==> src/spi_memory_settings.svh <==
// Sizes for the SPI byte memory; the command byte is ADDR_WIDTH address bits plus one R/W bit
`ifndef SPI_MEMORY_SETTINGS_SVH
`define SPI_MEMORY_SETTINGS_SVH

// Address bits carried in the command byte
`define SPI_ADDR_WIDTH 7

// Word width, also the number of serial bits per phase
`define SPI_DATA_WIDTH 8

// One word per address
`define SPI_MEM_DEPTH 128

// Flip-flops per pin in the input synchronizer, at least 2
`define SPI_SYNC_STAGES 2

`endif

==> src/spi_memory_pkg.sv <==
// Types shared by the SPI byte memory; struct field order is part of the pin interface
`default_nettype none

package spi_memory_pkg;

    // Raw pins from the external SPI master
    typedef struct packed {
        logic sclk;
        logic cs;
        logic mosi;
    } spi_pins_t;

    // Pins after synchronization to clkedge
    typedef struct packed {
        logic sclk_rise;
        logic sclk_fall;
        logic cs;
        logic mosi;
    } spi_cond_t;

    // Strobes and levels from the control FSM
    typedef struct packed {
        logic addr_we;
        logic sr_we;
        logic dm_we;
        logic miso_bufe;
    } spi_ctrl_t;

    typedef enum logic [2:0] {
        GET, GOT, READ1, READ2, READ3, WRITE1, WRITE2, DONE
    } spi_state_t;

endpackage

`default_nettype wire

==> src/input_conditioner.sv <==
// Edge pulses lag the pin by SPI_SYNC_STAGES+1 cycles; sclk edges need 8+ cycles of spacing
`default_nettype none

`include "spi_memory_settings.svh"

module input_conditioner
    import spi_memory_pkg::*;
(
    input  logic      clkedge,
    input  logic      rst_n,
    input  spi_pins_t pins,
    output spi_cond_t cond
);

    // Idle bus: chip deselected, clock low
    localparam spi_pins_t PINS_IDLE = '{sclk: 1'b0, cs: 1'b1, mosi: 1'b0};

    spi_pins_t [`SPI_SYNC_STAGES-1:0] sync_q;
    spi_pins_t                        pins_s;
    logic                             sclk_prev;
    logic                             rise_q;
    logic                             fall_q;

    // Stage 0 takes the raw pins, the top stage is the clean copy
    always_ff @(posedge clkedge) begin
        if (!rst_n) begin
            sync_q <= {`SPI_SYNC_STAGES{PINS_IDLE}};
        end else begin
            sync_q <= {sync_q[`SPI_SYNC_STAGES-2:0], pins};
        end
    end

    assign pins_s = sync_q[`SPI_SYNC_STAGES-1];

    // Edge detect on the synchronized clock
    always_ff @(posedge clkedge) begin
        if (!rst_n) begin
            sclk_prev <= 1'b0;
            rise_q    <= 1'b0;
            fall_q    <= 1'b0;
        end else begin
            sclk_prev <= pins_s.sclk;
            rise_q    <= pins_s.sclk & ~sclk_prev;
            fall_q    <= ~pins_s.sclk & sclk_prev;
        end
    end

    assign cond.sclk_rise = rise_q;
    assign cond.sclk_fall = fall_q;
    assign cond.cs        = pins_s.cs;
    assign cond.mosi      = pins_s.mosi;

endmodule

`default_nettype wire

==> src/shift_register.sv <==
// Mode 0 shifter; parallel load wins over a shift, serial_out moves only on falling sclk
`default_nettype none

`include "spi_memory_settings.svh"

module shift_register (
    input  logic                       clkedge,
    input  logic                       rst_n,
    input  logic                       shift_in_en,
    input  logic                       shift_out_en,
    input  logic                       serial_in,
    input  logic                       load,
    input  logic [`SPI_DATA_WIDTH-1:0] parallel_in,
    output logic [`SPI_DATA_WIDTH-1:0] parallel_out,
    output logic                       serial_out
);

    logic [`SPI_DATA_WIDTH-1:0] data_q;
    logic                       serial_q;

    // MSB first, new bits enter at the LSB
    always_ff @(posedge clkedge) begin
        if (load) begin
            data_q <= parallel_in;
        end else if (shift_in_en) begin
            data_q <= {data_q[`SPI_DATA_WIDTH-2:0], serial_in};
        end
    end

    // Present the MSB half a bit ahead of the master's sampling edge
    always_ff @(posedge clkedge) begin
        if (!rst_n) begin
            serial_q <= 1'b0;
        end else if (shift_out_en) begin
            serial_q <= data_q[`SPI_DATA_WIDTH-1];
        end
    end

    assign parallel_out = data_q;
    assign serial_out   = serial_q;

endmodule

`default_nettype wire

==> src/data_memory.sv <==
// Byte array with combinational read; contents are undefined until written
`default_nettype none

`include "spi_memory_settings.svh"

module data_memory (
    input  logic                       clkedge,
    input  logic [`SPI_ADDR_WIDTH-1:0] addr,
    input  logic                       we,
    input  logic [`SPI_DATA_WIDTH-1:0] wdata,
    output logic [`SPI_DATA_WIDTH-1:0] rdata
);

    logic [`SPI_DATA_WIDTH-1:0] mem [0:`SPI_MEM_DEPTH-1];

    always_ff @(posedge clkedge) begin
        if (we) begin
            mem[addr] <= wdata;
        end
    end

    // Read and write share the one address
    assign rdata = mem[addr];

endmodule

`default_nettype wire

==> src/spi_control_fsm.sv <==
// Single-byte transactions only; synchronized cs high aborts from any state without a write
`default_nettype none

`include "spi_memory_settings.svh"

module spi_control_fsm
    import spi_memory_pkg::*;
(
    input  logic      clkedge,
    input  logic      rst_n,
    input  spi_cond_t cond,
    input  logic      rw_bit,
    output spi_ctrl_t ctrl
);

    // Index of the last bit in a byte
    localparam logic [3:0] LAST_BIT = 4'(`SPI_DATA_WIDTH - 1);
    // Read ends on the fall after the last data bit, once the master has sampled it
    localparam logic [3:0] READ_FALLS = 4'(`SPI_DATA_WIDTH);

    spi_state_t state;
    logic [3:0] count;

    always_ff @(posedge clkedge) begin
        if (!rst_n) begin
            state <= GET;
            count <= '0;
        end else if (cond.cs) begin
            state <= GET;
            count <= '0;
        end else begin
            case (state)
                GET: begin
                    if (cond.sclk_rise) begin
                        if (count == LAST_BIT) begin
                            count <= '0;
                            state <= GOT;
                        end else begin
                            count <= count + 4'd1;
                        end
                    end
                end
                // LSB of the command byte is the R/W flag
                GOT: begin
                    state <= rw_bit ? READ1 : WRITE1;
                end
                // Latched address reaches the memory
                READ1: begin
                    state <= READ2;
                end
                READ2: begin
                    state <= READ3;
                end
                READ3: begin
                    if (cond.sclk_fall) begin
                        if (count == READ_FALLS) begin
                            count <= '0;
                            state <= DONE;
                        end else begin
                            count <= count + 4'd1;
                        end
                    end
                end
                WRITE1: begin
                    if (cond.sclk_rise) begin
                        if (count == LAST_BIT) begin
                            count <= '0;
                            state <= WRITE2;
                        end else begin
                            count <= count + 4'd1;
                        end
                    end
                end
                WRITE2: begin
                    state <= DONE;
                end
                // Stay until cs goes high
                DONE: begin
                    state <= DONE;
                end
                default: begin
                    state <= GET;
                end
            endcase
        end
    end

    // Outputs decode the state, so each strobe lasts exactly its state
    always_comb begin
        ctrl           = '0;
        ctrl.addr_we   = (state == GOT);
        ctrl.sr_we     = (state == READ2);
        ctrl.dm_we     = (state == WRITE2);
        ctrl.miso_bufe = (state == READ3) && !cond.cs;
    end

endmodule

`default_nettype wire

==> src/spi_memory.sv <==
// SPI mode 0 slave memory; miso is valid only while miso_oe is high, no tristate pad
`default_nettype none

`include "spi_memory_settings.svh"

module spi_memory
    import spi_memory_pkg::*;
(
    input  logic      clkedge,
    input  logic      rst_n,
    input  spi_pins_t pins,
    output logic      miso,
    output logic      miso_oe
);

    spi_cond_t                  cond;
    spi_ctrl_t                  ctrl;
    logic [`SPI_DATA_WIDTH-1:0] sr_data;
    logic [`SPI_DATA_WIDTH-1:0] mem_rdata;
    logic [`SPI_ADDR_WIDTH-1:0] addr_q;
    logic                       sr_serial;

    input_conditioner i_cond (
        .clkedge (clkedge),
        .rst_n   (rst_n),
        .pins    (pins),
        .cond    (cond)
    );

    shift_register i_sr (
        .clkedge      (clkedge),
        .rst_n        (rst_n),
        .shift_in_en  (cond.sclk_rise),
        .shift_out_en (cond.sclk_fall),
        .serial_in    (cond.mosi),
        .load         (ctrl.sr_we),
        .parallel_in  (mem_rdata),
        .parallel_out (sr_data),
        .serial_out   (sr_serial)
    );

    // Upper bits of the command byte hold the address
    always_ff @(posedge clkedge) begin
        if (!rst_n) begin
            addr_q <= '0;
        end else if (ctrl.addr_we) begin
            addr_q <= sr_data[`SPI_DATA_WIDTH-1 -: `SPI_ADDR_WIDTH];
        end
    end

    data_memory i_mem (
        .clkedge (clkedge),
        .addr    (addr_q),
        .we      (ctrl.dm_we),
        .wdata   (sr_data),
        .rdata   (mem_rdata)
    );

    spi_control_fsm i_fsm (
        .clkedge (clkedge),
        .rst_n   (rst_n),
        .cond    (cond),
        .rw_bit  (sr_data[0]),
        .ctrl    (ctrl)
    );

    // Shifter output is already registered on the falling edge
    assign miso    = sr_serial;
    assign miso_oe = ctrl.miso_bufe;

endmodule

`default_nettype wire

==> config.mk <==
export PLATFORM = sky130hd
export DESIGN_NAME = spi_memory
export DESIGN_NICKNAME = d
export VERILOG_FILES = /design/src/spi_memory_pkg.sv /design/src/input_conditioner.sv /design/src/shift_register.sv /design/src/data_memory.sv /design/src/spi_control_fsm.sv /design/src/spi_memory.sv
export VERILOG_INCLUDE_DIRS = /design/src /design/src/src
export SDC_FILE = /design/constraint.sdc
export NUM_CORES = 1
export LEC_CHECK = 0
export BUFFER_PORTS_ARGS = -buffer_cell sky130_fd_sc_hd__buf_2
export CAP_MARGIN = 20
export CORE_MARGIN = 3
export CORE_UTILIZATION = 44
export DETAILED_ROUTE_END_ITERATION = 12
export GPL_ROUTABILITY_DRIVEN = 0
export SYNTH_ARGS = -nofsm -noshare
export SYNTH_HDL_FRONTEND = slang
export SYNTH_HIERARCHICAL = 1
export SYNTH_SLANG_ARGS = --single-unit
==> constraint.sdc <==
create_clock -name clkedge -period 7.15 [get_ports clkedge]
set_input_delay 0.715 -clock clkedge [delete_from_list [all_inputs] [get_ports clkedge]]
set_output_delay 0.715 -clock clkedge [all_outputs]
set_load 0.05 [all_outputs]
==> flow_metrics.tcl, run 1 <==
set metrics [dict create \
    cts_buffers 108 \
    ys_seq_elements 1056 \
    clk_pin_slew_ns 0.06 \
    nets 2583 \
    holdWs_ns 0.226 \
    tightestPinTransition_ns 1.21 \
    grt_pass1_wl_mm 178 \
    dr.pass1.iters 5 \
    fin_tns_setup_ns 0 \
    cp_cell_sequence "buf_4, nor2_4, buf_4, buf_4, a221oi_1, or3_1, o31ai_1, o41ai_1, nand4_1, mux2_4" \
    critical_path.max_stage_delay_ns 1.10 \
    cts.sinks 1056 \
    fin_crit_sh 0.689 \
    gr-total-overflow 0 \
    die_h_um 314 \
    fmax_ghz 0.203 \
    drtIter0Drc 3587 \
    async_flop_share 0 \
    post_cts_buffers 0 \
    antenna_found_initial 2 \
    status "finished, final reports clean" \
    fin_crit_ns 4.93 \
    relSlewSlack 0.181 \
    final_util 0.494 \
    leakage_uw 0.0141 \
    die_w_um 314 \
    yosys_warnings 6 \
    critPathArrivalTime_ns 5.37 \
    start_kind "flop" \
    area_growth_syn_to_layout_pct 11.0 \
    fp-row-count 112 \
    htreeDepth 3 \
    grt_pass1_vias 24641 \
    synth_top_flop_cell "edfxtp_1" \
    synth_edf_count 1032 \
    path_delay_family "compound AO/OA/AOI/OAI gates" \
    wl_mm 123 \
    power_frac_comb 0.003 \
    fp.dieArea_sq_um 98500 \
    worstPathMaxFanout 55 \
    antennaDiodeCount 0 \
    via_count 25252 \
    drive_gt1_frac 0.132 \
    maxCapViolCount 0 \
    end_kind "flop" \
    intPower_uw 9770 \
    slew_viol_final 0 \
    finClkSkew_ns 0.0330 \
    dpl.hpwl_mm 71.8 \
    cts_tree "done" \
    worstPathRequired_ns 7.60 \
    cp.buffers_inverters 3 \
    ios 7 \
    switching_share 0.197 \
    syn_area_sq_um 41700 \
    ant_nets 0 \
    core_area_sq_um 93600 \
    syn_inst 2587 \
    clockBufferDepth 3 \
    crit_type "reg -> reg" \
    ys_types 75 \
    grt_usage 0.247 \
    postCtsResizedCells 0 \
    syn_nets 2594 \
    vdd_drop_max_mv 0.177 \
    ys_seq_area_frac 0.755 \
    start_util 0.445 \
    setup_violations 0 \
    cts_root_buf "clkbuf_16" \
    grt_max_degree 108 \
    clock_latency_ns 0.70 \
    rsz0062_at_grt "no" \
    wl_per_cell_um 31.4 \
    pwr_density_cell_nw_per_um2 263 \
    route.detailed.drc 0 \
    synth_area_per_cell_sq_um 16.1 \
    crit_top_cell "buf_4" \
    seq_power_share 0.551 \
    io_buffer_count 6 \
    via_per_inst 6.44 \
    hold_viol_final 0 \
    power_frac_clock 0.445 \
    cts_hold_buffers 0 \
    p_switching_uw 2400 \
    hold_path_class "in -> reg" \
    slowest_stage "o41ai_1" \
]
-- cell type report --
| type | instances | area, sq um |
|---|---|---|
| Fill cell | 7843 | 47300 |
| Sequential cell | 1056 | 31500 |
| Clock inverter | 66 | 548 |
| Timing Repair Buffer | 81 | 648 |
| Clock buffer | 135 | 2860 |
| Inverter | 8 | 32.5 |
| Multi-Input combinational cell | 1321 | 9130 |
| Tap cell | 1254 | 1570 |
-- routing by layer --
metal  track usage  vias to the layer above  share of wire
li1              -                    10455              -
met1         0.346                    12880           0.40
met2         0.378                     1630           0.46
met3        0.0552                      285           0.11
met4        0.0969                        2          0.041
met5             0                        -        0.00011
-- final timing paths --
path                          end  cells past startpoint             start  slack, ns
max          i_sr/parallel_out[0]                     10         addr_q[0]       2.22
max reg2reg  i_sr/parallel_out[0]                     10         addr_q[0]       2.22
min              i_cond/sync_q[1]                      2           pins[1]       0.23
min reg2reg        i_cond/cond[1]                      1  i_cond/sync_q[1]       0.43
-- synthesized netlist by cell type (all sizes together), types with 41 or more instances --
master	instances	area, sq um
a221oi	224	1990
a22oi	74	561
nor2	242	916
nand2	106	398
o21ai	85	425
buf	129	821
mux2i	70	701
clkbuf	73	274
edfxtp	1032	31000
a22o	41	359
a21oi	129	646
mux2	73	856
-- power by group through the flow --
stage / Combinational (uW) / Sequential [uW] / Clock [uW]
after detailed placement: 37.7 / 6850 / 0
final: 38.3 / 6720 / 5420
after CTS: 37.6 / 6720 / 5490
after floorplan: 6.08 / 6860 / 0
after global placement: 36.2 / 6850 / 0
after global routing: 40.6 / 6710 / 5740
-- cells in the final DEF (no fill, tap or decap), types with 41 or more instances in the layout --
cell type  Yosys  final
mux2i_1       70     70
nor2_1       241    240
a22oi_1       73     73
nand2_1      106    105
buf_4         13     70
mux2_2        60     60
a22o_1        41     41
edfxtp_1    1032   1032
clkbuf_16      0    110
o21ai_0       84     84
a21oi_1      129    129
a221oi_1     220    220
-- registers in the layout (all words and copies together) (netlist names), 2 cells and up --
| register | count |
|---|---|
| addr_q | 7 |
| i_cond/cond | 2 |
| i_cond/sync_q | 3 |
| i_fsm/count | 4 |
| i_fsm/state | 3 |
| i_mem/mem | 1024 |
| i_sr/parallel_out | 8 |
-- kinds of logic after synthesis --
| kind of cell | after synthesis | synth area share |
|---|---|---|
| AO/OA/AOI/OAI | 696 | 0.124 |
| XOR/XNOR | 1 | 0.000210 |
| adder cells (fa/ha/maj) | 2 | 0.000600 |
| buffers and inverters | 210 | 0.0270 |
| flip-flops | 1056 | 0.755 |
| multiplexers | 154 | 0.0433 |
| AND/OR/NAND/NOR | 468 | 0.0498 |
-- metrics by stage --
step | worst slack (ns) | area, sq um | total power (uW) | instances
final | 2.22 | 46300 | 12200 | 3921
after global routing | 2.17 | 46300 | 12500 | 3921
after CTS | 2.33 | 46200 | 12200 | 3919
after detailed placement | 2.31 | 42800 | 6880 | 3718
after global placement | 2.40 | 42800 | 6880 | 3717
after floorplan | 4.54 | 41700 | 6870 | 2587
Note: power is estimated with default switching activity, not from simulation.
==> inputs of run 2 (changes only) <==
--- a/config.mk
+++ b/config.mk
@@ -6,6 +6,7 @@
 export SDC_FILE = /design/constraint.sdc
 export NUM_CORES = 1
 export LEC_CHECK = 0
+export ABC_AREA = 1
 export BUFFER_PORTS_ARGS = -buffer_cell sky130_fd_sc_hd__buf_2
 export CAP_MARGIN = 20
 export CORE_MARGIN = 3
==> constraint.sdc (replaced) <==
create_clock -name clkedge -period 4.6 [get_ports clkedge]
set_input_delay 0.46 -clock clkedge [delete_from_list [all_inputs] [get_ports clkedge]]
set_output_delay 0.46 -clock clkedge [all_outputs]
set_load 0.05 [all_outputs]
==> flow_metrics.tcl, run 2 <==
set metrics [dict create \
    status "finished, final reports clean" \
    end_kind "flop" \
    synth_area_per_cell_sq_um 9.85 \
    p_switching_uw 3660 \
    nets 4557 \
    synthMuxAreaShare 0 \
    seq_power_share 0.546 \
    critPathArrivalTime_ns 3.84 \
    dr.pass1.iters 5 \
    gr-total-overflow 0 \
    grt_max_degree 174 \
    post_cts_buffers 0 \
    ys_seq_elements 1056 \
    via_per_inst 5.03 \
    dpl.hpwl_mm 63.5 \
    layout_common_cells "nand2_1 (2846), edfxtp_1 (1032), nor2_1 (276)" \
    largest_reg_flops 1024 \
    fin_crit_sh 0.772 \
    place_ws_ns 1.21 \
    rr_worst_depth 7 \
    leakage_uw 0.0203 \
    drive_gt1_frac 0.0541 \
    worstPathMaxFanout 42 \
    setup_violations 0 \
    ant_nets 0 \
    netlist_top_cells_count "nand2_1 (2846), edfxtp_1 (1032), nor2_1 (278)" \
    finClkSkew_ns 0.0333 \
    yosys_warnings 6 \
    die_w_um 327 \
    fin_crit_ns 3.55 \
    vdd_drop_max_mv 0.315 \
    route.detailed.drc 0 \
    clk_pin_slew_ns 0.06 \
    synth_top_area_share 0.684 \
    largest-register "i_mem/mem" \
    min_path_cells 2 \
    holdWs_ns 0.152 \
    switching_share 0.192 \
    cp_cell_sequence "inv_4, nor2_2, inv_1, nor2_1, nand2_1, buf_4, nor2_1" \
    stdcell_area_sq_um 50000 \
    critical_path.max_stage_delay_ns 0.73 \
    grt_pass1_wl_mm 174 \
    synth_top_family_by_area "simple AND/OR/NAND/NOR gates" \
    antenna_found_initial 1 \
    via_count 30215 \
    pwr_density_cell_nw_per_um2 382 \
    power_frac_clock 0.450 \
    die_h_um 327 \
    cts_root_buf "clkbuf_16" \
    hold_path_end "i_cond/cond[1]" \
    synthAdderAreaFrac 0.000553 \
    worstPathRequired_ns 4.88 \
    start_util 0.444 \
    slew_viol_final 0 \
    crit_top_cell "nor2_1" \
    rsz0062_at_grt "no" \
    cts_buffers 109 \
    htreeDepth 3 \
    grt_usage 0.214 \
    maxCapViolCount 0 \
    core_area_sq_um 102000 \
    cts_hold_buffers 3 \
    io_buffer_count 6 \
    fp-row-count 117 \
    placed_cell_area_sq_um 46500 \
    yosys-top-cells-area "edfxtp_1 (68%), nand2_1 (24%), nor2_1 (2.3%)" \
    syn_nets 4604 \
    power_frac_comb 0.004 \
    worstReg2RegStart "addr_q[2]" \
    hold_path.startpoint "rst_n" \
    async_flop_share 0 \
    syn_inst 4597 \
    ys_seq_area_frac 0.695 \
    synth_top_flop_cell "edfxtp_1" \
    relSlewSlack 0.280 \
    start_kind "flop" \
    ios 7 \
    clock_latency_ns 0.68 \
    postCtsResizedCells 0 \
    synthSimpleGateAreaFrac 0.266 \
    fmax_ghz 0.281 \
    num-fill-cells 9343 \
    slowest_stage "dfxtp_4" \
    tightestPinTransition_ns 1.08 \
    area_growth_syn_to_layout_pct 10.4 \
    intPower_uw 15500 \
    fp.dieArea_sq_um 107000 \
    layout_setup_ws_ns 1.05 \
    fin_tns_setup_ns 0 \
    synth_compound_area_frac 0.00329 \
    ys_types 28 \
    clockBufferDepth 3 \
    cts.sinks 1056 \
    yosysTopAreaCell "edfxtp_1" \
    wl_mm 115 \
    post-synth-top-count-cell "nand2_1" \
    layout_commonest_cell "nand2_1" \
    grt_pass1_vias 28797 \
    hold_viol_final 0 \
    crit_type "reg -> reg" \
    hold_path_class "in -> reg" \
    drtIter0Drc 2945 \
    syn_area_sq_um 45300 \
    worstReg2RegEnd "i_mem/mem[101][5]" \
    r2r_setup_slack_ns 1.05 \
    synth_edf_count 1032 \
    wl_per_cell_um 19.1 \
    cts_tree "done" \
    fin_total_pwr_uw 19100 \
    yosys.area_share.xor_xnor 0 \
]
==> run 2: cell types whose count changed in the layout (fill, tap and decap cells not counted), moves of 20 or more <==
cell      before   now
nand2_1      105  2846
a221oi_1     220     0
a21oi_1      129    10
inv_1          5   100
o21ai_0       84    10
a22oi_1       73     0
mux2i_1       70     0
mux2_2        60     0
a22o_1        41     0
nor2_1       240   276
buf_4         70    42
o22ai_1       24     0
a221o_1       20     0
==> run 2: how the worst max path moves through the flow <==
stage | startpoint | end | slack (ns)
floorplan | i_sr/parallel_out[0] | i_fsm/state[0] | 2.19
global placement | addr_q[2] | i_mem/mem[100][4] | 1.16
detailed placement | addr_q[2] | i_mem/mem[101][3] | 1.21
CTS | addr_q[2] | i_mem/mem[101][5] | 1.16
global route | addr_q[2] | i_mem/mem[100][5] | 0.88
finish | addr_q[2] | i_mem/mem[101][5] | 1.05
==> run 2: layout make-up <==
| type | count | area [sq um] | area share |
|---|---|---|---|
| sequential | 1056 | 31500 | 0.629 |
| multi-input combinational | 3211 | 12200 | 0.245 |
| clock buffer | 134 | 2940 | 0.0587 |
| tap | 1368 | 1710 | 0.0342 |
| timing repair buffer | 65 | 663 | 0.0133 |
| clock inverter | 63 | 554 | 0.0111 |
| inverter | 107 | 428 | 0.00856 |
| antenna | 1 | 2.50 | 0.0000500 |
==> run 2: per-stage QoR <==
step                      std cells  utilization
after floorplan                4597            -
after detailed placement       5804        0.456
after global placement         5803        0.456
after CTS                      6004        0.491
final                          6005        0.491
after global routing           6004        0.491
==> run 2: cell families (layout without fill, tap and decap cells) <==
kind of cell	count (synthesis)	count (layout)
AOI/OAI and AO/OA	26	26
DFF	1056	1056
adders and majority gates	2	2
and+or+nand+nor	3183	3183
other	0	1
buffers and inverters	330	369
==> run 2: power by group through the flow <==
stage | sequential [uW] | combinational [uW] | clock (uW)
after global routing | 10400 | 73.7 | 9140
after CTS | 10400 | 68.1 | 8760
after detailed placement | 10600 | 66.1 | 0
final | 10400 | 67.3 | 8610
after global placement | 10600 | 63.2 | 0
after floorplan | 10700 | 11.2 | 0
==> run 2: critical path: cells and delay by family, from the launching register on <==
family | cells | cell delay [ns]
DFF | 1 | 0.73
and+or+nand+nor | 4 | 1.59
buffers and inverters | 3 | 0.81
==> run 2: layer usage <==
layer	vias to the layer above	global-route usage	share of wire	routed length, um
met5	-	0	0	0
met4	0	0.0666	0.033	3750
met3	218	0.0419	0.077	8900
met2	1057	0.337	0.45	52100
met1	14296	0.300	0.44	50000
li1	14644	-	-	-
